[src/verilog/alu32_pkg.sv]
package alu32_pkg;

  // ********************************************************************
  // widths and storage sizes
  // ********************************************************************
  localparam int ADDR_W    = 8;
  localparam int MEM_WORDS = 2 ** ADDR_W;
  localparam int NUM_REGS  = 32;

  typedef logic [31:0]       word_t;
  typedef logic [ADDR_W-1:0] addr_t;
  typedef logic [4:0]        reg_idx_t;
  typedef logic [5:0]        opcode_t;
  typedef logic [4:0]        sub_op_t;

  // major opcodes
  localparam opcode_t TYPE_BASIC = 6'b100000;
  localparam opcode_t ADDI       = 6'b101000;
  localparam opcode_t ORI        = 6'b101100;
  localparam opcode_t XORI       = 6'b101011;
  localparam opcode_t MOVI       = 6'b100010;
  localparam opcode_t LWI        = 6'b000010;
  localparam opcode_t SWI        = 6'b001010;
  localparam opcode_t HALT       = 6'b111111;

  // sub-opcodes of the basic type
  localparam sub_op_t ADD    = 5'b00000;
  localparam sub_op_t SUB    = 5'b00001;
  localparam sub_op_t AND_OP = 5'b00010;
  localparam sub_op_t OR_OP  = 5'b00100;
  localparam sub_op_t XOR_OP = 5'b00011;
  localparam sub_op_t SRLI   = 5'b01001;
  localparam sub_op_t SLLI   = 5'b01000;
  localparam sub_op_t ROTRI  = 5'b01011;

  // ********************************************************************
  // instruction field positions
  // ********************************************************************
  localparam int OPC_MSB   = 30;
  localparam int OPC_LSB   = 25;
  localparam int RT_MSB    = 24;
  localparam int RT_LSB    = 20;
  localparam int RA_MSB    = 19;
  localparam int RA_LSB    = 15;
  localparam int RB_MSB    = 14;
  localparam int RB_LSB    = 10;
  localparam int SUB_MSB   = 4;
  localparam int SUB_LSB   = 0;
  localparam int IMM15_MSB = 14;
  localparam int IMM20_MSB = 19;

  typedef enum logic [2:0] {
    ST_IDLE,
    ST_FETCH,
    ST_EXEC,
    ST_MEM,
    ST_WB,
    ST_HALT
  } ctrl_state_t;

endpackage
[src/verilog/register_file.sv]
`timescale 1ns/1ps

module register_file (
  input  logic                clk,
  input  logic                reset,
  input  alu32_pkg::reg_idx_t ra_idx,
  input  alu32_pkg::reg_idx_t rb_idx,
  input  alu32_pkg::reg_idx_t wr_idx,
  input  logic                wr_en,
  input  alu32_pkg::word_t    wr_data,
  output alu32_pkg::word_t    ra_data,
  output alu32_pkg::word_t    rb_data
);
  import alu32_pkg::*;

  word_t regs [NUM_REGS];

  always_ff @(posedge clk) begin
    if (reset) begin
      for (int i = 0; i < NUM_REGS; i++) begin
        regs[i] <= '0;
      end
    end else if (wr_en) begin
      regs[wr_idx] <= wr_data;
    end
  end

  // reads see the old value in a write cycle
  assign ra_data = regs[ra_idx];
  assign rb_data = regs[rb_idx];

endmodule

[config.mk]
export PLATFORM = sky130hd
export DESIGN_NAME = register_file
export DESIGN_NICKNAME = d
export VERILOG_FILES = /design/src/verilog/alu32_pkg.sv /design/src/verilog/register_file.sv
export SDC_FILE = /design/constraint.sdc
export NUM_CORES = 2
export LEC_CHECK = 0
export BUFFER_PORTS_ARGS = -buffer_cell sky130_fd_sc_hd__buf_2
export CORE_MARGIN = 3
export CORE_UTILIZATION = 41
export CTS_BUF_LIST = sky130_fd_sc_hd__clkbuf_16
export DETAILED_ROUTE_END_ITERATION = 6
export REMOVE_ABC_BUFFERS = 1
export SLEW_MARGIN = 20
export SYNTH_ARGS = -nofsm -noshare
export SYNTH_HDL_FRONTEND = slang
export SYNTH_SLANG_ARGS = --single-unit
[constraint.sdc]
create_clock -name clk -period 3.3 [get_ports clk]
set_input_delay 0.33 -clock clk [delete_from_list [all_inputs] [get_ports clk]]
set_output_delay 0.33 -clock clk [all_outputs]
set_load 0.01 [all_outputs]
**Word-level counts from Yosys, hierarchy flattened**

Memories as Yosys holds them, arrays and structs flattened.
Cells that the tools add are included.

- Bits in registers: 0
- RAM bits: 1024
- Output and inout bits: 64
- Word-level logic and storage cells: 10
- Memories kept: 1

- Multiplexer cells: 8
- Reductions and logical operators: 1

Memories:

| name | depth | bits a word | rd ports | clocked after memory_dff | write ports | RTL line | text |
|---|---|---|---|---|---|---|---|
| regs | 32 | 32 | 2 | 0 | 32 | register_file.sv:16 | `word_t regs [NUM_REGS];` |

Operators with widths:

| operator | count |
|---|---|
| 32-bit two-way mux | 1 |
| 32-bit OR reduction | 1 |
| 1-bit two-way mux | 6 |
| 5-bit two-way mux | 1 |

**Longest topological paths before layout**

- Word-level depth: 5
- Mapped depth: 8
- Mapped depth without buffers: 5

**Worst setup path before layout**

Ideal clock, no wire load.

- Path type: input port to flip-flop
- From: input reset
- To: memory regs[12][0] (netlist bit), enable pin
- Arrival time: 1.607 ns
- Path slack: 1.318 ns
- Stages: 5
- Cells stage by stage: nand2b_1 > or3_1 > buf_6 > nor2_8 > or2_2

RTL lines:

| what | RTL line | text |
|---|---|---|
| start, declared | register_file.sv:5 | `input logic reset,` |
| end, declared | register_file.sv:16 |  |

**Final worst setup path**

- From: input ra_idx[0]
- To: output ra_data[24]

- Word-level cells in the longest chain between the ends: 1

Ends and longest elaborated chain:

| what | RTL line | text |
|---|---|---|
| start, declared | register_file.sv:6 | `input alu32_pkg::reg_idx_t ra_idx,` |
| memory read 32 x 32 bit | -- |  |
| end, declared | register_file.sv:11 | `output alu32_pkg::word_t ra_data,` |

No other way between the ends.

==> flow_metrics.tcl <==
set metrics [dict create \
    status "finished with violations" \
    violations "DRC" \
    net-switching-power_mw 8.30 \
    ir_drop_mv 0.607 \
    cts_buffer_depth 3 \
    grt_pass1_vias 39100 \
    p_sw_frac 0.263 \
    cp_max_fo 67 \
    intPower_mw 23.2 \
    clock_sinks 1024 \
    drt_iter0_drc 5097 \
    cp.arrival_ps 2690 \
    async_reset_ff_frac 0 \
    largest_register_ffs 1024 \
    port_buffers 113 \
    regMostFlops "regs" \
    clkSlewWorstSetupHoldPaths_ps 60 \
    cts_buffers 113 \
    fin_setup_tns_ps 0 \
    cpLargestDelayFamily "buffers and inverters" \
    grt_max_degree 73 \
    ctsHoldBuffers 0 \
    syn_area_mm2 0.0565 \
    ys_ff_latch 1024 \
    synth-main-ff-cell "edfxtp_1" \
    pwr-share-clk 0.386 \
    slew_headroom 0.328 \
    startpoint_type "primary input" \
    area_growth_pct 11.6 \
    core_area_mm2 0.136 \
    tightest_slew_ps 1010 \
    place.gp.congestion 0.857 \
    crit_path_frequent_cell "buf_2" \
    cts_setup_buffers 0 \
    grt_antenna_before_repair 25 \
    fmax_ghz 0.331 \
    h-tree-depth 3 \
    ant_nets 0 \
    drv_cap 0 \
    die_width_um 377 \
    cp_num_buf_inv 4 \
    wl_per_cell_um 31.1 \
    track_usage 0.280 \
    max_stage_delay_ps 640 \
    yosysWarnings 0 \
    post_drt_via_cell_ratio 6.12 \
    finalMaxSlewViolations 0 \
    hp-class "primary input to flip-flop" \
    required_ps 2970 \
    die_area_mm2 0.142 \
    powerDensity_mw_per_mm2 501 \
    drc 17 \
    ios 114 \
    cts_root_buffer "clkbuf_16" \
    die_h_um 377 \
    setup_viol 0 \
    synth.avg_cell_area_um2 12.2 \
    rsz0062_at_grt "no" \
    synth_cell_type_count 31 \
    layout_common_cells "mux2i_1 (1024), and2_1 (1024), edfxtp_1 (1024), nand2_1 (193), nand3_1 (193)" \
    grt_pass1_wl_um 287000 \
    power.share.combinational 0.125 \
    crit_chain "buf_2, nor2b_4, buf_12, a22o_1, nor3_1, buf_4, a31oi_1, nand3_1, buf_2" \
    syn_inst 4640 \
    fin_crit_sh 0.914 \
    critical_path_class "primary input to output port" \
    drive_gt1_frac 0.118 \
    initial_core_util 0.415 \
    rows 135 \
    sequentialPowerShare 0.488 \
    overflow 0 \
    final_nets 4686 \
    synth_enable_flop_cells 1024 \
    utilization 0.463 \
    ys_seq_area_frac 0.545 \
    finalWirelength_um 203000 \
    cp-end-kind "output port" \
    hpwlAfterDp_um 121000 \
    min_period_ps 3020 \
    cts_tree "done" \
    worst_path_max_delay_cell "a31oi_1" \
    hold_viol_final 0 \
    reg.largest.list "regs (1024)" \
    vias 39900 \
    cts_resized 0 \
    p_leak_nw 24.8 \
    dr.pass1.iters 7 \
]
[per-layer routing]
metal  track usage  vias up  wire, um
li1              -    17000         -
met1         0.384    20300     83800
met2         0.442     2132     92400
met3        0.0519      455     18700
met4        0.0989        4      7880
met5             0        -        20
[cell usage after synthesis, types with 5 or more instances]
master	instances	area [um^2]
edfxtp_1	1024	30700
a21oi_1	192	961
a22oi_1	192	1440
and2_1	1026	6420
buf_2	50	250
mux2i_1	1024	10200
a31oi_1	64	400
nor2_4	10	113
a22o_1	128	1120
nor3_1	64	320
nand2b_1	5	31.3
buf_4	76	571
clkbuf_2	66	330
buf_6	43	484
buf_1	20	75.1
nor2_1	22	82.6
nand2_1	195	732
or2_2	34	213
nand3_1	193	966
clkbuf_1	189	709
[power by group through the flow]
stage	registers, mW	logic, mW	clock network (mW)
floorplan	15.5	1.87	0
global placement	15.6	3.87	0
detailed placement	15.6	3.89	0
CTS	15.4	3.91	12.3
global route	15.5	4.12	12.8
finish	15.4	3.95	12.2
[cell type report]
type | count | area, um^2
diodes | 9 | 22.5
clock inverters | 91 | 537
fillers | 12100 | 73200
flip-flops and latches | 1024 | 30700
multi-input cells | 3168 | 23500
repair buffers | 329 | 3030
clock buffers | 118 | 2950
well taps | 1781 | 2230
[path summary, 6_finish.rpt]
path,startpoint,endpoint,slack [ps],cells past startpoint
worst max-delay path,ra_idx[0],ra_data[24],280,9
worst min-delay path,wr_data[6],regs[11][6],200,2
[cell families after synthesis]
logic type / synth area share
buffers and inverters: 0.0434
muxes: 0.182
AOI/OAI and AO/OA: 0.0695
DFF: 0.545
and+or+nand+nor: 0.161
[per-stage QoR]
step / setup slack [ps] / instance area (um^2) / cells / power (mW) / hold slack [ps]
after CTS: 285 / 63000 / 6511 / 31.6 / 162
after floorplan: -2310 / 54000 / 4192 / 17.4 / 528
final: 283 / 63000 / 6520 / 31.5 / 205
after detailed placement: 417 / 59500 / 6302 / 19.5 / 946
after global routing: 228 / 63000 / 6512 / 32.4 / 215
after global placement: 372 / 59500 / 6302 / 19.5 / 937
No activity file was read; power rests on OpenSTA's default activity.
