<file path="config.mk">
export PLATFORM = sky130hd
export DESIGN_NAME = fetch_unit
export DESIGN_NICKNAME = d
export VERILOG_FILES = /design/src/verilog/alu32_pkg.sv /design/src/verilog/fetch_unit.sv
export SDC_FILE = /design/constraint.sdc
export NUM_CORES = 1
export LEC_CHECK = 0
export CAP_MARGIN = 40
export CORE_ASPECT_RATIO = 0.5
export CORE_MARGIN = 5
export CORE_UTILIZATION = 41
export DETAILED_ROUTE_END_ITERATION = 10
export DONT_BUFFER_PORTS = 1
export PLACE_DENSITY_LB_ADDON = 0.12
export SLEW_MARGIN = 30
export SYNTH_ARGS = -nofsm -noshare
export SYNTH_HDL_FRONTEND = slang
export SYNTH_SLANG_ARGS = --single-unit
</file>
<file path="constraint.sdc">
create_clock -name clk -period 1.5 [get_ports clk]
set_clock_uncertainty 0.15 [all_clocks]
set_input_delay 0.075 -clock clk [delete_from_list [all_inputs] [get_ports clk]]
set_output_delay 0.075 -clock clk [all_outputs]
set_load 0.01 [all_outputs]
</file>
<file path="src/verilog/alu32_pkg.sv">
package alu32_pkg;

  // ********************************************************************
  // widths and storage sizes
  // ********************************************************************
  localparam int ADDR_W    = 8;
  localparam int MEM_WORDS = 2 ** ADDR_W;
  localparam int NUM_REGS  = 32;

  typedef logic [31:0]       word_t;
  typedef logic [ADDR_W-1:0] addr_t;
  typedef logic [4:0]        reg_idx_t;
  typedef logic [5:0]        opcode_t;
  typedef logic [4:0]        sub_op_t;

  // major opcodes
  localparam opcode_t TYPE_BASIC = 6'b100000;
  localparam opcode_t ADDI       = 6'b101000;
  localparam opcode_t ORI        = 6'b101100;
  localparam opcode_t XORI       = 6'b101011;
  localparam opcode_t MOVI       = 6'b100010;
  localparam opcode_t LWI        = 6'b000010;
  localparam opcode_t SWI        = 6'b001010;
  localparam opcode_t HALT       = 6'b111111;

  // sub-opcodes of the basic type
  localparam sub_op_t ADD    = 5'b00000;
  localparam sub_op_t SUB    = 5'b00001;
  localparam sub_op_t AND_OP = 5'b00010;
  localparam sub_op_t OR_OP  = 5'b00100;
  localparam sub_op_t XOR_OP = 5'b00011;
  localparam sub_op_t SRLI   = 5'b01001;
  localparam sub_op_t SLLI   = 5'b01000;
  localparam sub_op_t ROTRI  = 5'b01011;

  // ********************************************************************
  // instruction field positions
  // ********************************************************************
  localparam int OPC_MSB   = 30;
  localparam int OPC_LSB   = 25;
  localparam int RT_MSB    = 24;
  localparam int RT_LSB    = 20;
  localparam int RA_MSB    = 19;
  localparam int RA_LSB    = 15;
  localparam int RB_MSB    = 14;
  localparam int RB_LSB    = 10;
  localparam int SUB_MSB   = 4;
  localparam int SUB_LSB   = 0;
  localparam int IMM15_MSB = 14;
  localparam int IMM20_MSB = 19;

  typedef enum logic [2:0] {
    ST_IDLE,
    ST_FETCH,
    ST_EXEC,
    ST_MEM,
    ST_WB,
    ST_HALT
  } ctrl_state_t;

endpackage
</file>
<file path="src/verilog/fetch_unit.sv">
`timescale 1ns/1ps

module fetch_unit (
  input  logic             clk,
  input  logic             reset,
  input  logic             fetch_start,
  input  logic             ack,
  input  alu32_pkg::word_t rdata,
  output logic             req,
  output alu32_pkg::addr_t addr,
  output alu32_pkg::word_t instr,
  output alu32_pkg::addr_t pc,
  output logic             fetch_done
);

  always_ff @(posedge clk) begin
    if (reset) begin
      req <= 1'b0;
      pc  <= '0;
    end else if (fetch_start) begin
      req <= 1'b1;
    end else if (req && ack) begin
      req <= 1'b0;
      pc  <= pc + 1'b1;
    end
  end

  always_ff @(posedge clk) begin
    if (req && ack) begin
      instr <= rdata;
    end
  end

  // pc only moves on the ack edge, so the address holds for the whole request
  assign addr       = pc;
  assign fetch_done = req && ack;

  a_req_until_ack: assert property (@(posedge clk) disable iff (reset)
    (req && !ack) |=> req)
    else $error("fetch_unit: request dropped before ack");

endmodule

</file>
* Word-level counts from Yosys, hierarchy flattened
Index checks and enable logic that the tools add are counted.
** Operators by class
- Add/subtract/negate cells :: 1
- Muxes and demuxes :: 2
- Bitwise gates (word level) :: 1
- Reduce and logical (&&, ||, !) cells :: 3
** Operators with widths (number)
- adder 8 x 1 -> 8 bit, second input constant :: 1
- two-way mux 1 bit :: 2
- AND reduction 2 bit :: 1
- nonzero test 2 bit :: 1
- logical AND 1 bit :: 1
- inverter 1 bit :: 1
** Word-level totals
- Flip-flop bits (word level) :: 41
- Bits of input ports :: 36
- Output and inout port bits :: 50

* Depth between registers and ports, before layout
- Depth after elaboration :: 3
- Mapped depth :: 4
- Depth with buffers taken out :: 4

* Worst setup path after synthesis
OpenSTA, ideal clock, no wires.
- Path type :: reg-to-reg
- Start point :: register req
- End point :: register instr[0] (enable)
- Arrival time :: 1028 ps
- Data required time :: 974 ps
- Path slack :: -54 ps
- Stages on the path, launching flop included :: 2
- Path buffers :: 0
- Period minus slack after synthesis :: 1554 ps
- Cell sequence :: dfxtp_1 and2_2
** On the way
- Word-level cells in the longest chain between the ends :: 1
** Ends and longest elaborated chain
- start: declaration :: line fetch_unit.sv:9 : output logic req,
- start signal: assignment :: line fetch_unit.sv:18 : req <= 1'b0;
- start signal: assignment :: line fetch_unit.sv:21 : req <= 1'b1;
- start signal: assignment :: line fetch_unit.sv:23 : req <= 1'b0;
- logical AND 1 bit
- net fetch_done :: line fetch_unit.sv:13 : output logic fetch_done
- end signal: assignment :: line fetch_unit.sv:30 : instr <= rdata;
- end: declaration :: line fetch_unit.sv:11 : output alu32_pkg::word_t instr,
The timed path passes the listed nets, and every way through them passes these cells.
A chain may end at the register's enable or synchronous reset.

* Worst setup path in the final report
- Start point :: input port fetch_start
- End point :: register pc[5], in the netlist addr[5]
** On the way
- Word-level cells in the longest chain between the ends :: 2
** Ends and longest elaborated chain
- start: declaration :: line fetch_unit.sv:6 : input logic fetch_start,
- inverter 1 bit (no line)
- AND reduction 2 bit (no line)
- end signal: assignment :: line fetch_unit.sv:24 : pc <= pc + 1'b1;
- end: declaration :: line fetch_unit.sv:12 : output alu32_pkg::addr_t pc,
No other way between the ends.

==> impl_metrics.ini <==
[outcome]
status = finished, final reports clean

[critical_path]
crit_type = in2reg
critPathLaunchType = primary input
worst_path_max_delay_cell = dlygate4sd3_1
cp_top_family = simple AND/OR/NAND/NOR gates
cp-end-kind = flop
cp_max_fo = 9
cpPeakStageDelay_ps = 570
crit_arrival_ps = 1510
crit_required_ps = 1560
path_cells = dlygate4sd3_1 -> nand3b_4 -> or4_1 -> a21oi_1
crit_buf_inv = 1

[sta]
holdWs_ps = 129
tns_ps = 0
finalSetupViolCount = 0
drv_slew = 0
relSlewSlack = 0.716
clock.fmax_mhz = 691
hold_viol_final = 0
worst_pin_slew_ps = 427
rsz0062_at_grt = true
post-route-min-period_ps = 1450
fin_crit_sh = 0.965

[power_and_ir_drop]
ir_worst_vdd_mv = 0.402
p_int_mw = 1.66
p_sw_mw = 0.430
clkPwrFrac = 0.325
power_mw = 2.09
combPwrFrac = 0.056
p_leak_nw = 0.700
sw_frac_of_total = 0.206
seq_power_share = 0.619
power_density_nw_per_um2 = 1060

[global_route]
grt_pass1_wl_mm = 4.63
antenna_found_initial = 0
track_usage = 0.130
grt_max_degree = 34
grt_pass1_vias = 917
grt-ovfl-total = 0

[place]
placed_cell_area_um2 = 1520
hpwl_mm = 2.06
portBuffers = 0
globalplace.congestion = 0.790

[floorplanning]
dieHeight_um = 51.9
core_um2 = 3420
fp.dieArea_um2 = 4870
top_level_ports = 86
start_util = 0.421
rows = 15
die_w_um = 93.8

[clock_tree]
path_clk_slew_ps = 80
clockBufferDepth = 2
h-tree-depth = 2
insertion_delay_ps = 280
root_buffer = clkbuf_8
postCtsSetupBuffers = 0
cts_sinks = 41
cts_buffers = 5
cts_tree = built

[drt]
viasPerCell = 4.70
dr_total_vias = 850
ant_nets = 0
drc = 0
routed_wl_mm = 3.13
drt-initial-drc-count = 37
first_pass_iters = 4
wl_per_cell_um = 17.3

[finish]
fin_area_um2 = 1960
fin_nets = 166
antennaDiodeCount = 0
drive_gt1_frac = 0.192
utilization = 0.574
area_growth_pct = 36.3
fillers = 297

[run]
maxCapViolCount = 0

[synth]
synth_warnings = 0
synth.cell_area_um2 = 1440
synth_seq_cells = 41
syn_inst = 86
syn-mean-instance-area_um2 = 16.7
yosysSeqAreaShare = 0.793
synthDistinctLibCells = 24
syn_nets = 123

[worst_hold_path]
hold_class = in2reg
==> repair_timing <==
| item | CTS | global route |
|---|---|---|
| endpoints found under the setup margin | 0 | 4 |
| hold buffers | 35 | 0 |
| hold endpoints to repair | 41 | 0 |
| resized for setup | 0 | 2 |
==> stage by stage <==
step                setup WS [ps]  std cells
detailed placement           70.7        138
global route                -21.1        181
floorplan                    64.9         86
finish                       52.9        181
CTS                          52.7        181
global placement              101        138
==> cells in the final DEF (no fill, tap or decap), types with 2 or more instances in the layout <==
master and instances:
nor2_1 5, nand3_1 2, clkbuf_8 5, xor2_1 2
dlygate4sd3_1 35, inv_1 3, dfxtp_1 6, dfxtp_2 3
nand4_1 2, o31ai_1 2, buf_4 10, or4_1 2
edfxtp_1 32, a21oi_1 5, o21ai_0 2
==> synthesized netlist by cell type (all sizes together) <==
| cell type | count | area [µm²] |
|---|---|---|
| edfxtp | 32 | 961 |
| dfxtp | 9 | 180 |
| buf | 8 | 60.1 |
| a21oi | 5 | 25.0 |
| nor2 | 5 | 18.8 |
| inv | 3 | 11.3 |
| nand3 | 2 | 10.0 |
| nand4 | 2 | 12.5 |
| o21ai | 2 | 10.0 |
| o31ai | 2 | 15.0 |
| or3 | 2 | 13.8 |
| or4 | 2 | 15.0 |
| xor2 | 2 | 17.5 |
| and2 | 1 | 7.51 |
| clkbuf | 1 | 3.75 |
| ha | 1 | 12.5 |
| mux2 | 1 | 11.3 |
| mux2i | 1 | 10.0 |
| nand2 | 1 | 3.75 |
| nand3b | 1 | 20.0 |
| nand4b | 1 | 8.76 |
| nor2b | 1 | 6.26 |
| nor3 | 1 | 5.00 |
==> worst paths after layout <==
path / cells after the start / from / slack [ps] / end
max reg2reg: 4 / addr[0] / 70 / addr[6]
min: 1 / ack / 130 / instr[21]
max: 4 / fetch_start / 50 / addr[5]
min reg2reg: 2 / addr[5] / 380 / addr[5]
==> power by group through the flow <==
| stage | combinational [mW] | clock [mW] | sequential (mW) |
|---|---|---|---|
| after floorplan | 0.0281 | 0 | 1.32 |
| after global placement | 0.0352 | 0 | 1.32 |
| after detailed placement | 0.0370 | 0 | 1.32 |
| after CTS | 0.116 | 0.702 | 1.29 |
| after global routing | 0.125 | 0.762 | 1.30 |
| final | 0.117 | 0.677 | 1.29 |
==> cell families after synthesis <==
kind of cell	count (synthesis)	synth area share
DFF	41	0.793
muxes	2	0.0148
xor gates and xnor gates	2	0.0122
AOI/OAI and AO/OA	9	0.0348
and+or+nand+nor	19	0.0844
adders and majority gates	1	0.00869
buffers and inverters	12	0.0522
==> sequential cells by signal, indices dropped and copies added, names as in the netlist <==
signal and flops:
req 1, instr 32, addr 8
==> metal layers <==
layer / up-vias / share of wire / global-route usage
met3: 2 / 0.070 / 0.0607
met1: 410 / 0.38 / 0.134
met5: - / 0 / 0
met4: 0 / 0.0029 / 0.0360
li1: 397 / - / -
met2: 41 / 0.54 / 0.240
==> area by class of cell <==
type                    instances  area [µm²]  area share
repair buffers                 45         425       0.217
inverters                       3        11.3     0.00574
multi-input cells              33         229       0.117
flip-flops and latches         41        1140       0.584
clock inverters                 3        17.5     0.00893
well taps                      51        63.8      0.0325
clock buffers                   5        68.8      0.0351
No activity file was read; power rests on OpenSTA's default activity.
