[src/verilog/alu32_pkg.sv]
package alu32_pkg;

  // ********************************************************************
  // widths and storage sizes
  // ********************************************************************
  localparam int ADDR_W    = 8;
  localparam int MEM_WORDS = 2 ** ADDR_W;
  localparam int NUM_REGS  = 32;

  typedef logic [31:0]       word_t;
  typedef logic [ADDR_W-1:0] addr_t;
  typedef logic [4:0]        reg_idx_t;
  typedef logic [5:0]        opcode_t;
  typedef logic [4:0]        sub_op_t;

  // major opcodes
  localparam opcode_t TYPE_BASIC = 6'b100000;
  localparam opcode_t ADDI       = 6'b101000;
  localparam opcode_t ORI        = 6'b101100;
  localparam opcode_t XORI       = 6'b101011;
  localparam opcode_t MOVI       = 6'b100010;
  localparam opcode_t LWI        = 6'b000010;
  localparam opcode_t SWI        = 6'b001010;
  localparam opcode_t HALT       = 6'b111111;

  // sub-opcodes of the basic type
  localparam sub_op_t ADD    = 5'b00000;
  localparam sub_op_t SUB    = 5'b00001;
  localparam sub_op_t AND_OP = 5'b00010;
  localparam sub_op_t OR_OP  = 5'b00100;
  localparam sub_op_t XOR_OP = 5'b00011;
  localparam sub_op_t SRLI   = 5'b01001;
  localparam sub_op_t SLLI   = 5'b01000;
  localparam sub_op_t ROTRI  = 5'b01011;

  // ********************************************************************
  // instruction field positions
  // ********************************************************************
  localparam int OPC_MSB   = 30;
  localparam int OPC_LSB   = 25;
  localparam int RT_MSB    = 24;
  localparam int RT_LSB    = 20;
  localparam int RA_MSB    = 19;
  localparam int RA_LSB    = 15;
  localparam int RB_MSB    = 14;
  localparam int RB_LSB    = 10;
  localparam int SUB_MSB   = 4;
  localparam int SUB_LSB   = 0;
  localparam int IMM15_MSB = 14;
  localparam int IMM20_MSB = 19;

  typedef enum logic [2:0] {
    ST_IDLE,
    ST_FETCH,
    ST_EXEC,
    ST_MEM,
    ST_WB,
    ST_HALT
  } ctrl_state_t;

endpackage
[src/verilog/alu32.sv]
`timescale 1ns/1ps

module alu32 (
  input  logic               enable_execute,
  input  alu32_pkg::opcode_t opcode,
  input  alu32_pkg::sub_op_t sub_opcode_5bit,
  input  alu32_pkg::word_t   scr1,
  input  alu32_pkg::word_t   scr2,
  output alu32_pkg::word_t   alu_result,
  output logic               alu_overflow
);
  import alu32_pkg::*;

  word_t       sum;
  word_t       diff;
  logic        add_ovf;
  logic        sub_ovf;
  logic [4:0]  shamt;
  logic [63:0] rot;

  assign sum   = scr1 + scr2;
  assign diff  = scr1 - scr2;
  assign shamt = scr2[4:0];
  assign rot   = {scr1, scr1} >> shamt;

  // signed overflow when the operands agree in sign (add) or differ (sub) and the result flips
  assign add_ovf = (scr1[31] == scr2[31]) && (sum[31] != scr1[31]);
  assign sub_ovf = (scr1[31] != scr2[31]) && (diff[31] != scr1[31]);

  always_comb begin
    alu_result   = '0;
    alu_overflow = 1'b0;
    if (enable_execute) begin
      case (opcode)
        TYPE_BASIC: begin
          case (sub_opcode_5bit)
            ADD: begin
              alu_result   = sum;
              alu_overflow = add_ovf;
            end
            SUB: begin
              alu_result   = diff;
              alu_overflow = sub_ovf;
            end
            AND_OP: alu_result = scr1 & scr2;
            OR_OP:  alu_result = scr1 | scr2;
            XOR_OP: alu_result = scr1 ^ scr2;
            // a zero shift amount gives zero here, not the operand
            SRLI:   alu_result = (shamt != 5'd0) ? (scr1 >> shamt) : '0;
            SLLI:   alu_result = scr1 << shamt;
            ROTRI:  alu_result = rot[31:0];
            default: alu_result = '0;
          endcase
        end
        ADDI: begin
          alu_result   = sum;
          alu_overflow = add_ovf;
        end
        ORI:     alu_result = scr1 | scr2;
        XORI:    alu_result = scr1 ^ scr2;
        MOVI:    alu_result = scr2;
        default: alu_result = '0;
      endcase
    end
  end

  // operands come from the register file and the immediate decode
  always_comb begin
    if (enable_execute) begin
      assert (!$isunknown({alu_result, alu_overflow}))
        else $error("alu32: unknown output for opcode %b", opcode);
    end
  end

endmodule

[config.mk]
export PLATFORM = sky130hd
export DESIGN_NAME = alu32
export DESIGN_NICKNAME = d
export VERILOG_FILES = /design/src/verilog/alu32_pkg.sv /design/src/verilog/alu32.sv
export SDC_FILE = /design/constraint.sdc
export NUM_CORES = 1
export LEC_CHECK = 0
export ABC_AREA = 1
export BUFFER_PORTS_ARGS = -buffer_cell sky130_fd_sc_hd__buf_2
export CAP_MARGIN = 25
export CORE_MARGIN = 2
export CORE_UTILIZATION = 45
export DETAILED_ROUTE_END_ITERATION = 10
export PLACE_DENSITY = 0.62
export SLEW_MARGIN = 20
export SYNTH_ARGS = -nofsm -noshare
export SYNTH_HDL_FRONTEND = slang
export SYNTH_SLANG_ARGS = --single-unit
export TNS_END_PERCENT = 1
[constraint.sdc]
create_clock -name vclk -period 6.55
set_clock_uncertainty 0.15 [all_clocks]
set_input_delay 0.3275 -clock vclk [all_inputs]
set_output_delay 0.3275 -clock vclk [all_outputs]
set_load 0.03 [all_outputs]
* Word-level counts from Yosys, hierarchy flattened *
Cells that the tools add are included.

storage, ports and cells
  register bits = 0
  output and inout port bits = 33
  word-level logic and storage cells = 35

cells by class
  $add $sub $neg = 2
  equal/unequal tests = 16
  shift operators = 3
  multiplexer cells = 7
  bitwise logic cells = 3
  reduce and logical (&&, ||, !) cells = 4

operator list
  cell                                                             count
  32-bit case mux with 8 select lines                              1
  32-bit case mux with 5 select lines                              1
  32-bit 2-to-1 mux                                                2
  64-bit by 5-bit >> shifter with 32-bit output                    1
  32-bit adder                                                     1
  32-bit bitwise AND                                               1
  32-bit OR                                                        1
  32-bit by 5-bit left shift with 32-bit output                    1
  32-bit by 5-bit >> shifter with 32-bit output                    1
  32-bit subtractor                                                1
  32-bit XOR                                                       1
  6-bit == test, second input constant                             5
  5-bit by 4-bit == test with 1-bit output, second input constant  3
  5-bit by 2-bit == test with 1-bit output, second input constant  2
  5-bit by 1-bit == test with 1-bit output, second input constant  1
  5-bit by 3-bit == test with 1-bit output, second input constant  1
  5-bit zero test                                                  1
  5-bit nonzero test                                               1
  1-bit case mux with 2 select lines                               2
  1-bit inequality test                                            3
  1-bit logical AND                                                2
  1-bit == test                                                    1
  1-bit 2-to-1 mux                                                 1

* Longest topological paths before layout *
  word-level depth = 6
  depth in mapped cells = 19

* Least setup slack after synthesis *
No wires, ideal clock.

  path type = input -> output
  start = input port scr2[3]
  end = output port alu_result[31]
  arrival = 2.891 ns
  setup slack = 3.181 ns
  stages on the path = 18
  path buffers = 4
  path through = buf_2 clkinv_1 buf_2 buf_1 ha_1 buf_2 nor2_1 nand2_1 nand3b_1 nand2_1 nand2_1 nand2_1 nand2_1 nand3_1 nand3_1 nand3_1 nand2_1 a21oi_1

between the ends
  cells in the longest elaborated chain, start to end = 5
  elaborated cells on any way between the ends = 10
  those cells by class = 2 x add/sub; 3 x shift; 4 x mux; 1 x reduce/logical

RTL lines
  what                                                                       RTL line     text
  start, declared                                                            alu32.sv:8   input alu32_pkg::word_t scr2,
  parallel branches: the longest is 3 deep, another holds 32-bit subtractor  -
  32-bit case mux with 5 select lines (*)                                    alu32.sv:34  case (opcode)
  32-bit 2-to-1 mux (*)                                                      alu32.sv:33  if (enable_execute) begin
  end, declared                                                              alu32.sv:9   output alu32_pkg::word_t alu_result,

Mark *: on every way between the ends.

* Worst setup path after layout *
  start = input port sub_opcode_5bit[0]
  end = output port alu_result[7]

between the ends
  cells in the longest elaborated chain, start to end = 4
  elaborated cells on any way between the ends = 11
  those cells by class = 7 x eq/ne; 3 x mux; 1 x reduce/logical

RTL lines
  what                                                                    RTL line     text
  start, declared                                                         alu32.sv:6   input alu32_pkg::sub_op_t sub_opcode_5bit,
  5-bit by 4-bit == test with 1-bit output, or another cell as far along  alu32.sv:36  case (sub_opcode_5bit)
  32-bit case mux with 8 select lines (*)                                 alu32.sv:36
  32-bit case mux with 5 select lines (*)                                 alu32.sv:34
  32-bit 2-to-1 mux (*)                                                   alu32.sv:33

Every way passes the cells marked *; elsewhere a longest branch is shown, timed or not.

==> flow_summary_export.csv <==
group,metric,value,unit
outcome,status,"complete, no violations",
power,pwr-share-comb,100.0,%
die,initial_utilization,46.0,%
clocking,ctsResizeCount,0,
sta,timing.slew.headroom,25.5,%
logic_synthesis,netlist_instances,2315,
logic_synthesis,synth_area,11200,µm²
sta,worst_slew_pin_slew,1.12,ns
cells_and_area,seq_cell_count,0,
cells_and_area,nNetsFinal,2508,
power,p_seq_share,0,%
drt,drtIter0Drc,2546,
logic_synthesis,syn_area_per_cell,4.85,µm²
drt,vias,16800,
sta,finalCriticalPeriod,4.19,ns
logic_synthesis,synth.largest_area_cell,"nand3_1",
critical_path,start_kind,"input port",
power,leakagePower,6.45,nW
die,ios,109,
sta,maxSlewViolCount,0,
die,die_h,162,µm
hold_path,hp-class,"input port to output port",
power,swShare,73.5,%
cells_and_area,clkbuf_count,0,
cells_and_area,n_antenna_cell,0,
hold_path,min-delay-start,"scr2[10]",
global_route,grt_pass1_wl,91200,µm
power,clock_power_share,0,%
logic_synthesis,synth_top_area_share,23.8,%
place,io_buffer_count,109,
sta,finalSetupViolations,0,
global_route,grt_overflow,0,
place,gp_congestion,1.12,
global_route,grt_pass1_vias,15200,
die,fp-row-count,57,
clocking,postCtsSetupRepairBufs,0,
die,die_x,162,µm
drt,wl_per_cell,23.5,µm
critical_path,worstSetupPathType,"input port to output port",
critical_path,crit_fanout,18,
drt,wl,62500,µm
logic_synthesis,yosysUniqueCellTypes,45,
power,vdd_ir_drop_max,63.5,µV
logic_synthesis,syn_nets,2489,
clocking,hold_buffers,0,
place,postPlaceCellArea,11800,µm²
cells_and_area,regArea,0,µm²
hold_path,worstHoldPathCells,6,
cells_and_area,area_growth_syn_to_layout,5.29,%
sta,tns,0,ns
drt,first_pass_iters,9,
power,power,0.922,mW
global_route,gr-usage-all-layers,45.7,%
cells_and_area,final_area,11800,µm²
global_route,grt_use_met1,57.7,%
logic_synthesis,synth_warnings,0,
die,core,24400,µm²
power,power.switching,0.678,mW
logic_synthesis,synthMostInstantiatedCell,"nand2_1",
global_route,gr-max-usage-layer,"met2",
global_route,antenna_found_initial,1,
global_route,grt_use_met2,70.9,%
global_route,grt_max_degree,71,
drt,viasPerCell,6.32,
hold_path,min_to,"alu_result[10]",
critical_path,cp-end-kind,"output port",
die,die_area,26200,µm²
drt,drc_errors,0,
drt,ant_nets,0,
sta,max_freq,239,MHz
critical_path,critPathArrivalTime,3.71,ns
global_route,grtUsageMet3,10.4,%
logic_synthesis,synth.cells.most_frequent,"nand2_1 (698), nand3_1 (533), inv_1 (282), nor2_1 (192), a21oi_1 (132)",
power,power_density,78.0,nW/µm²
logic_synthesis,synth.area.top_cells,"nand3_1 (24%), nand2_1 (23%), ha_1 (11%)",
place,place_hpwl,49500,µm
logic_synthesis,synth-seq-area-share,0,%
power,internal_power,0.244,mW
critical_path,crit_required,6.07,ns
sta,rsz0062_at_grt,"no",
cells_and_area,drive_gt1_share,6.99,%
sta,hold_violations,0,
flow_run,cap_viol_max_count,0,
sta,period_share,63.9,%
critical path, cell delays in order:
cell and delay, ns:
buf_2 0.16, inv_2 0.10, nand3_2 0.56, inv_2 0.44
a221oi_1 0.94, nand3_1 0.14, nor2_1 0.49, nand2_1 0.13
a21oi_1 0.15, nor2_1 0.05, buf_2 0.19
power groups by stage:
stage	Sequential [mW]	Clock (mW)	Combinational [mW]
after global placement	0	0	0.871
after CTS	0	0	0.880
after floorplan	0	0	0.594
final	0	0	0.922
after global routing	0	0	0.991
after detailed placement	0	0	0.876
how the worst max path moves through the flow:
| stage | cells past startpoint | startpoint | slack (ns) | end |
|---|---|---|---|---|
| after floorplan | 18 | scr2[3] | 3.18 | alu_result[31] |
| after global placement | 11 | sub_opcode_5bit[0] | 2.64 | alu_result[7] |
| after detailed placement | 16 | scr2[0] | 2.64 | alu_result[24] |
| after CTS | 16 | scr2[0] | 2.62 | alu_result[24] |
| after global routing | 16 | scr2[0] | 2.35 | alu_result[24] |
| final | 11 | sub_opcode_5bit[0] | 2.36 | alu_result[7] |
per-layer routing:
layer | routed length, µm | vias to the layer above
met4 | 4590 | 0
met2 | 26300 | 1259
li1 | - | 7662
met3 | 8220 | 261
met5 | 0 | -
met1 | 23300 | 7609
stage by stage:
stage / hold slack, ns / util [%] / cells / setup WS (ns)
2_1_floorplan: 0.756 / - / 2315 / 3.18
3_3_place_gp: 1.04 / 48.3 / 2654 / 2.64
3_5_place_dp: 1.06 / 48.4 / 2655 / 2.64
4_1_cts: 1.06 / 48.4 / 2655 / 2.62
5_1_grt: 1.10 / 48.5 / 2656 / 2.35
6_report: 1.06 / 48.5 / 2656 / 2.36
cells by family after synthesis:
kind of cell | share of synthesized area, %
AND/OR/NAND/NOR | 58.7
buffers and inverters | 14.7
AO/OA/AOI/OAI | 15.1
XOR/XNOR | 0.468
adder cells (fa/ha/maj) | 11.1
cell type report:
cell class,count,area (µm²)
Timing Repair Buffer,130,707
Multi-Input combinational cell,1905,9590
Inverter,297,1120
Fill cell,2861,12600
Tap cell,324,405
placed cells by master (no fill, tap or decap), types with 3 or more instances in the layout:
cell,count
nor3_1,19
ha_1,96
nor2_1,191
o211ai_1,17
inv_2,13
buf_4,20
o2111ai_1,5
buf_2,109
inv_1,281
and2_1,6
nand3_2,3
o21bai_1,13
a221oi_1,7
o21ai_0,49
nor2_4,6
o21ai_1,13
nand4_1,22
nand2_1,698
o22ai_1,51
nand3_1,533
xor2_1,6
nand3b_1,14
a21oi_1,132
Note: power is estimated with default switching activity, not from simulation.
