===== src/verilog/alu32_pkg.sv =====
package alu32_pkg;

  // ********************************************************************
  // widths and storage sizes
  // ********************************************************************
  localparam int ADDR_W    = 8;
  localparam int MEM_WORDS = 2 ** ADDR_W;
  localparam int NUM_REGS  = 32;

  typedef logic [31:0]       word_t;
  typedef logic [ADDR_W-1:0] addr_t;
  typedef logic [4:0]        reg_idx_t;
  typedef logic [5:0]        opcode_t;
  typedef logic [4:0]        sub_op_t;

  // major opcodes
  localparam opcode_t TYPE_BASIC = 6'b100000;
  localparam opcode_t ADDI       = 6'b101000;
  localparam opcode_t ORI        = 6'b101100;
  localparam opcode_t XORI       = 6'b101011;
  localparam opcode_t MOVI       = 6'b100010;
  localparam opcode_t LWI        = 6'b000010;
  localparam opcode_t SWI        = 6'b001010;
  localparam opcode_t HALT       = 6'b111111;

  // sub-opcodes of the basic type
  localparam sub_op_t ADD    = 5'b00000;
  localparam sub_op_t SUB    = 5'b00001;
  localparam sub_op_t AND_OP = 5'b00010;
  localparam sub_op_t OR_OP  = 5'b00100;
  localparam sub_op_t XOR_OP = 5'b00011;
  localparam sub_op_t SRLI   = 5'b01001;
  localparam sub_op_t SLLI   = 5'b01000;
  localparam sub_op_t ROTRI  = 5'b01011;

  // ********************************************************************
  // instruction field positions
  // ********************************************************************
  localparam int OPC_MSB   = 30;
  localparam int OPC_LSB   = 25;
  localparam int RT_MSB    = 24;
  localparam int RT_LSB    = 20;
  localparam int RA_MSB    = 19;
  localparam int RA_LSB    = 15;
  localparam int RB_MSB    = 14;
  localparam int RB_LSB    = 10;
  localparam int SUB_MSB   = 4;
  localparam int SUB_LSB   = 0;
  localparam int IMM15_MSB = 14;
  localparam int IMM20_MSB = 19;

  typedef enum logic [2:0] {
    ST_IDLE,
    ST_FETCH,
    ST_EXEC,
    ST_MEM,
    ST_WB,
    ST_HALT
  } ctrl_state_t;

endpackage

===== src/verilog/core_control.sv =====
`timescale 1ns/1ps

module core_control (
  input  logic                clk,
  input  logic                reset,
  input  logic                run,
  input  alu32_pkg::word_t    instr,
  input  alu32_pkg::word_t    ra_data,
  input  alu32_pkg::word_t    rb_data,
  input  alu32_pkg::word_t    alu_result,
  input  logic                alu_overflow,
  input  alu32_pkg::word_t    load_data,
  input  logic                fetch_done,
  input  logic                lsu_done,
  input  alu32_pkg::addr_t    pc,
  output logic                fetch_start,
  output logic                lsu_start,
  output logic                is_store,
  output alu32_pkg::addr_t    mem_addr,
  output alu32_pkg::word_t    store_data,
  output logic                enable_execute,
  output alu32_pkg::opcode_t  opcode,
  output alu32_pkg::sub_op_t  sub_opcode_5bit,
  output alu32_pkg::word_t    scr1,
  output alu32_pkg::word_t    scr2,
  output alu32_pkg::reg_idx_t ra_idx,
  output alu32_pkg::reg_idx_t rb_idx,
  output alu32_pkg::reg_idx_t wr_idx,
  output logic                wr_en,
  output alu32_pkg::word_t    wr_data,
  output logic                halted,
  output logic                retire_valid,
  output alu32_pkg::addr_t    retire_pc,
  output alu32_pkg::reg_idx_t retire_rd,
  output alu32_pkg::word_t    retire_value,
  output logic                retire_overflow,
  output logic                retire_store
);
  import alu32_pkg::*;

  ctrl_state_t state;
  addr_t       cur_pc;
  word_t       alu_q;
  logic        ovf_q;
  word_t       imm15_s;
  logic        is_load;
  logic        is_halt;
  logic        is_shift;

  // ********************************************************************
  // decode
  // ********************************************************************
  assign opcode          = instr[OPC_MSB:OPC_LSB];
  assign sub_opcode_5bit = instr[SUB_MSB:SUB_LSB];
  assign ra_idx          = instr[RA_MSB:RA_LSB];
  assign wr_idx          = instr[RT_MSB:RT_LSB];
  assign is_store        = (opcode == SWI);
  assign is_load         = (opcode == LWI);
  assign is_halt         = (opcode == HALT);
  assign is_shift        = (opcode == TYPE_BASIC) && ((sub_opcode_5bit == SRLI) ||
                           (sub_opcode_5bit == SLLI) || (sub_opcode_5bit == ROTRI));

  // the store source sits in rt, so the second read port follows it for SWI
  assign rb_idx  = is_store ? wr_idx : instr[RB_MSB:RB_LSB];
  assign imm15_s = {{(31 - IMM15_MSB){instr[IMM15_MSB]}}, instr[IMM15_MSB:0]};

  assign scr1 = ra_data;
  always_comb begin
    case (opcode)
      TYPE_BASIC: scr2 = is_shift ? {27'b0, instr[RB_MSB:RB_LSB]} : rb_data;
      ADDI:       scr2 = imm15_s;
      ORI, XORI:  scr2 = {{(31 - IMM15_MSB){1'b0}}, instr[IMM15_MSB:0]};
      MOVI:       scr2 = {{(31 - IMM20_MSB){instr[IMM20_MSB]}}, instr[IMM20_MSB:0]};
      default:    scr2 = '0;
    endcase
  end

  assign mem_addr   = ra_data[ADDR_W-1:0] + imm15_s[ADDR_W-1:0];
  assign store_data = rb_data;

  // ********************************************************************
  // step sequencing
  // ********************************************************************
  assign enable_execute = (state == ST_EXEC);
  assign fetch_start    = run && ((state == ST_IDLE) || ((state == ST_WB) && !is_halt));
  assign lsu_start      = (state == ST_EXEC) && (is_load || is_store);

  always_ff @(posedge clk) begin
    if (reset) begin
      state <= ST_IDLE;
    end else begin
      case (state)
        ST_IDLE:  state <= run ? ST_FETCH : ST_IDLE;
        ST_FETCH: state <= fetch_done ? ST_EXEC : ST_FETCH;
        ST_EXEC:  state <= (is_load || is_store) ? ST_MEM : ST_WB;
        ST_MEM:   state <= lsu_done ? ST_WB : ST_MEM;
        ST_WB: begin
          if (is_halt) begin
            state <= ST_HALT;
          end else begin
            state <= run ? ST_FETCH : ST_IDLE;
          end
        end
        default:  state <= ST_HALT;
      endcase
    end
  end

  always_ff @(posedge clk) begin
    if (fetch_start) begin
      cur_pc <= pc;
    end
    if (enable_execute) begin
      alu_q <= alu_result;
      ovf_q <= alu_overflow;
    end
  end

  // write-back and retire
  assign wr_data         = is_load ? load_data : alu_q;
  assign wr_en           = (state == ST_WB) && !is_store && !is_halt;
  assign retire_valid    = (state == ST_WB);
  assign retire_pc       = cur_pc;
  assign retire_rd       = wr_idx;
  assign retire_value    = is_store ? store_data : wr_data;
  assign retire_overflow = ovf_q;
  assign retire_store    = is_store;
  assign halted          = (state == ST_HALT);

endmodule


===== config.mk =====
export PLATFORM = sky130hd
export DESIGN_NAME = core_control
export DESIGN_NICKNAME = d
export VERILOG_FILES = /design/src/verilog/alu32_pkg.sv /design/src/verilog/core_control.sv
export SDC_FILE = /design/constraint.sdc
export NUM_CORES = 1
export LEC_CHECK = 0
export BUFFER_PORTS_ARGS = -buffer_cell sky130_fd_sc_hd__buf_2
export CORE_AREA = 5 5 149 151
export DETAILED_ROUTE_END_ITERATION = 10
export DIE_AREA = 0 0 154 156
export PLACE_DENSITY = 0.58
export SYNTH_ARGS = -nofsm -noshare
export SYNTH_HDL_FRONTEND = slang
export SYNTH_SLANG_ARGS = --single-unit

===== constraint.sdc =====
create_clock -name clk -period 3.9 [get_ports clk]
set_input_delay 0.195 -clock clk [delete_from_list [all_inputs] [get_ports clk]]
set_output_delay 0.195 -clock clk [all_outputs]
set_load 0.01 [all_outputs]

After elaboration in Yosys (flattened, before gate mapping). Cells that the tools add are included.

Register bits: 44. Bits in latches: 0. Memory bits (writable): 0. ROM bits: 0. Bits of input ports: 174. Output and inout bits: 216. Logic and storage cells: 46. Memories: 0.

$add $sub $neg: 1. Multipliers: 0. Div/mod/pow operators: 0. $lt $le $gt $ge: 0. Equality and inequality tests: 16. Shift operators: 0. Multiplexer cells: 11. Bitwise gates (word level): 0. Reduce and logical (&&, ||, !) cells: 14.

Operators with widths (count): $pmux W32 S4 (1); $mux W32 (3); $eq A6 B6 Y1 const B (6); $eq A5 B4 Y1 const B (3); $pmux W3 S5 (1); $mux W3 (3); $add A8 B8 Y8 (1); $eq A3 B2 Y1 const B (2); $eq A3 B3 Y1 const B (2); $eq A6 B2 Y1 const B (1); $eq A6 B4 Y1 const B (1); $logic_and A1 B1 Y1 (6); $mux W5 (1); $logic_or A1 B1 Y1 (4); $eq A3 B1 Y1 const B (1); $logic_not A3 Y1 (1); $logic_not A1 Y1 (2); $mux W2 (1); $reduce_or A2 Y1 (1); $mux W1 (1).

Logic depth before layout (Yosys ltp).
Depth in word-level cells: 6. Gate-level depth with buffers: 7. Gate-level depth less buffers: 7.

Least setup slack after synthesis. No wires, ideal clock.

Path type: register -> register. Start point: register state[2]. End point: register alu_q[0] (enable). Setup time: 0.429 ns. Arrival time: 2.060 ns. Required time: 3.471 ns. Slack: 1.411 ns. Stages on the path, launching flop included: 3. Path buffers: 0. Clock period less this slack: 2.489 ns. Cell sequence: dfxtp_1 -> nand2b_1 -> nor2_1.

Cells in the longest elaborated chain, start to end: 1.

RTL lines: from (decl) (RTL line core_control.sv:41) `ctrl_state_t state;`; from (signal assigned) (RTL line core_control.sv:93) `ST_IDLE: state <= run ? ST_FETCH : ST_IDLE;`; from (signal assigned) (RTL line core_control.sv:94) `ST_FETCH: state <= fetch_done ? ST_EXEC : ST_FETCH;`; from (signal assigned) (RTL line core_control.sv:95) `ST_EXEC: state <= (is_load || is_store) ? ST_MEM : ST_WB;`; $eq A3 B2 Y1 (RTL line core_control.sv:84) `assign enable_execute = (state == ST_EXEC);`; named net enable_execute (RTL line core_control.sv:21) `output logic enable_execute,`; to (signal assigned) (RTL line core_control.sv:114) `alu_q <= alu_result;`; to (decl) (RTL line core_control.sv:43) `word_t alu_q;`.

The timed path passes the listed nets, and every way through them passes these cells. A chain may end at the register's enable or synchronous reset.

Worst setup path after layout.
Start point: input port instr[25]. End point: output port retire_value[22].

Cells in the longest elaborated chain, start to end: 3. Elaborated cells between the ends (all ways): 4. Classes of those cells: 2 x eq/ne; 2 x mux.

RTL lines: from (decl) (RTL line core_control.sv:7) `input alu32_pkg::word_t instr,`; $eq A6 B2 Y1 (RTL line core_control.sv:58) `assign is_load = (opcode == LWI);`; $mux W32 (RTL line core_control.sv:120) `assign wr_data = is_load ? load_data : alu_q;`; $mux W32 (*) (RTL line core_control.sv:125) `assign retire_value = is_store ? store_data : wr_data;`; to (decl) (RTL line core_control.sv:35) `output alu32_pkg::word_t retire_value,`.

Every way passes the cells marked *; elsewhere a longest branch is shown, timed or not.

==> summary.txt <==
Logic synthesis
  – Syn Inst Count: 360
  – Main area contributors after synthesis: edfxtp_1 (31%), mux2_4 (22%), buf_4 (17%)
  – Synth top area share: 0.307
  – Yosys Warn Count: 0
  – Post-Syn Area: 0.00401 sq mm
  – Syn_nets: 542
  – Share of the yosys chip area belonging to registers: 0.322
  – Main synth FF type: edfxtp_1
  – Post-synth top cells: buf_4 (91), mux2_4 (60), edfxtp_1 (41)
  – Number of synthesized flops with an enable pin: 41
  – Yosys reg bits: 44
  – Yosys top cell by area: edfxtp_1
  – Cell with the most instances after synthesis: buf_4
  – Syn avg cell area: 11.1 sq um
  – Synth unique cells: 47
  – Ys async rst share: 0

Global routing
  – GRT overflow: 0
  – Met2 Use GR: 0.220
  – Vias in the first global route: 3741
  – Grt met3 use: 0.0311
  – Pin count of the biggest net entering global routing: 33
  – GRT Max-Usage Layer: met2
  – Met1 GRT Util: 0.166
  – First-pass GRT wire length: 23500 um
  – Global Route Usage Sum: 0.129
  – Initial antenna violation count: 0

Clocking
  – Resized Gates After CTS: 0
  – H-tree Lvls: 2
  – Clk pin slew, worst setup/hold paths: 0.07 ns
  – Clk root buf: clkbuf_16
  – Clock buffer depth: 2
  – Clock sink count: 44
  – Post-CTS Setup Bufs: 0
  – CTS buffer count: 5
  – Insertion delay to the later sink of the worst-skew pair: 0.29 ns
  – CTS tree: yes
  – Hold_buf cts: 0

Drt
  – Vias: 3620
  – Residual DRC count: 0
  – 1st-iter DRT viols: 187
  – ANT nets after route: 0
  – WL final: 16700 um
  – Routed WL per cell: 18.9 um
  – Router iterations before antenna repair: 4
  – DR vias/cell: 4.09

Place
  – Cells after DPL: 878
  – Dpl ws: 1.21 ns
  – PortBufs: 340
  – RD Place Congestion: 0.808
  – DP Wirelength: 14200 um

Pwr
  – Pwr dens: 252 mW/mm^2
  – LEAKAGE: 0.00304 uW
  – Maximum vdd drop: 135 uV

STA
  – Least-Margin Pin Slew: 1.07 ns
  – Final min period: 2.69 ns
  – PnR worst setup slack: 1.21 ns
  – Slew margin rel.: 0.286
  – Final Slew Violations: 0
  – Final Hold Vio Count: 0
  – Max Freq: 371 MHz
  – Period utilisation layout: 0.690
  – Final Skew: 0.00407 ns
  – Unrepaired setup endpoints after global routing: no
  – # setup viols final: 0
  – Total negative setup slack: 0 ns

Cells and area
  – Final net count: 792
  – Final cell count without fillers: 886
  – Area growth syn-to-layout: 37.6%
  – Layout cells sized above 1: 0.697
  – Ant. Diodes: 0

Floorplanning
  – Ports: 390
  – Initial Util: 0.194
  – # rows: 53
  – DIE WIDTH: 154 um
  – Die Ht: 156 um
  – Die area: 0.0240 sq mm
  – Core area: 0.0207 sq mm

Flow run
  – MaxCap Viol Count: 0

Worst setup path
  – Worst EP required: 3.70 ns
  – Worst r2r src: state[1]$_SDFF_PP0_
  – CP max-delay cell: or4b_1
  – Critical path, cell by cell: buf_2 -> or4b_1 -> or3_2 -> buf_4 -> mux2_4 -> mux2_4 -> buf_2
  – Startpoint types: input port
  – WP data arrival: 2.50 ns
  – CP max FO: 32
  – Crit end category: output port
  – R2R Setup Slk: 2.07 ns
  – Reg2reg end: retire_overflow$_DFFE_PP_
  – Max stage delay on crit path: 0.57 ns
  – CP Class: in2out
  – Worst R2R Path Depth: 3

Worst hold path
  – HP Start: alu_result[9]
  – Hold depth: 1
  – Hold WC Path Type: in2reg
  – Worst Hold End: alu_q[9]$_DFFE_PP_

Status
  – Outcome: finished clean
how the worst max path moves through the flow:
stage                     cells past startpoint                 end  slack, ns                 from
after CTS                                     7    retire_value[22]       1.20            instr[25]
after global routing                          7    retire_value[22]       1.13            instr[25]
after global placement                        7    retire_value[22]       1.21            instr[25]
final                                         7    retire_value[22]       1.21            instr[25]
after floorplan                               2  alu_q[0]$_DFFE_PP_       1.41  state[2]$_SDFF_PP0_
after detailed placement                      7    retire_value[22]       1.21            instr[25]
power breakdown:
group | internal [uW] | leakage [uW] | switching (uW)
Combinational | 168 | 0.00256 | 192
Clock | 302 | 0.0000814 | 193
Sequential | 531 | 0.000400 | 5.84
Total | 1000 | 0.00304 | 390
registers in the layout (all words and copies together) (netlist names):
signal,flops
retire_overflow,1
retire_pc,8
alu_q,32
state,3
metrics by stage:
step / util / cell area (sq um) / hold slack (ns) / total power (uW)
2_1_floorplan: - / 4010 / 0.264 / 773
3_3_place_gp: 0.259 / 5350 / 0.371 / 909
4_1_cts: 0.267 / 5520 / 0.0576 / 1420
6_report: 0.267 / 5520 / 0.0730 / 1390
3_5_place_dp: 0.259 / 5350 / 0.373 / 912
5_1_grt: 0.267 / 5520 / 0.0580 / 1460
cell type report:
| class | count | area [sq um] |
|---|---|---|
| clock buffer | 5 | 125 |
| clock inverter | 3 | 42.5 |
| tap | 275 | 344 |
| timing repair buffer | 348 | 1760 |
| sequential | 44 | 1290 |
| inverter | 11 | 41.3 |
| fill | 2252 | 15200 |
| multi-input combinational | 200 | 1910 |
layer usage:
layer,up-vias,wire (um)
li1,1707,-
met2,180,8320
met3,9,1180
met5,-,0
met1,1724,7040
met4,0,161
worst max-delay path: cells and delay by family:
family | cells | cell delay (ns)
buf+inv | 3 | 0.61
simple gates | 2 | 0.99
mux | 2 | 0.66
cell families after synthesis:
logic type,synth area share
simple gates,0.0770
flops,0.322
compound gates,0.107
fa+ha+maj,0.0268
mux,0.248
buf+inv,0.208
xor+xnor,0.0109
placed cells by master (no fill, tap or decap), drive strengths merged, types with 2 or more instances in the layout:
| cell type | instances |
|---|---|
| ha | 7 |
| o2bb2ai | 5 |
| inv | 11 |
| clkbuf | 5 |
| nand3 | 8 |
| a21o | 15 |
| mux2 | 64 |
| a221o | 4 |
| dfxtp | 3 |
| nor4 | 2 |
| a21oi | 8 |
| edfxtp | 41 |
| nor3b | 2 |
| nand2 | 18 |
| a22o | 10 |
| mux2i | 5 |
| xnor2 | 3 |
| nand2b | 7 |
| buf | 348 |
| nor2b | 2 |
| xor2 | 2 |
| nor3 | 5 |
| nor2 | 12 |
| o211ai | 3 |
| clkinv | 2 |
Power figures use the tool's default switching activity.
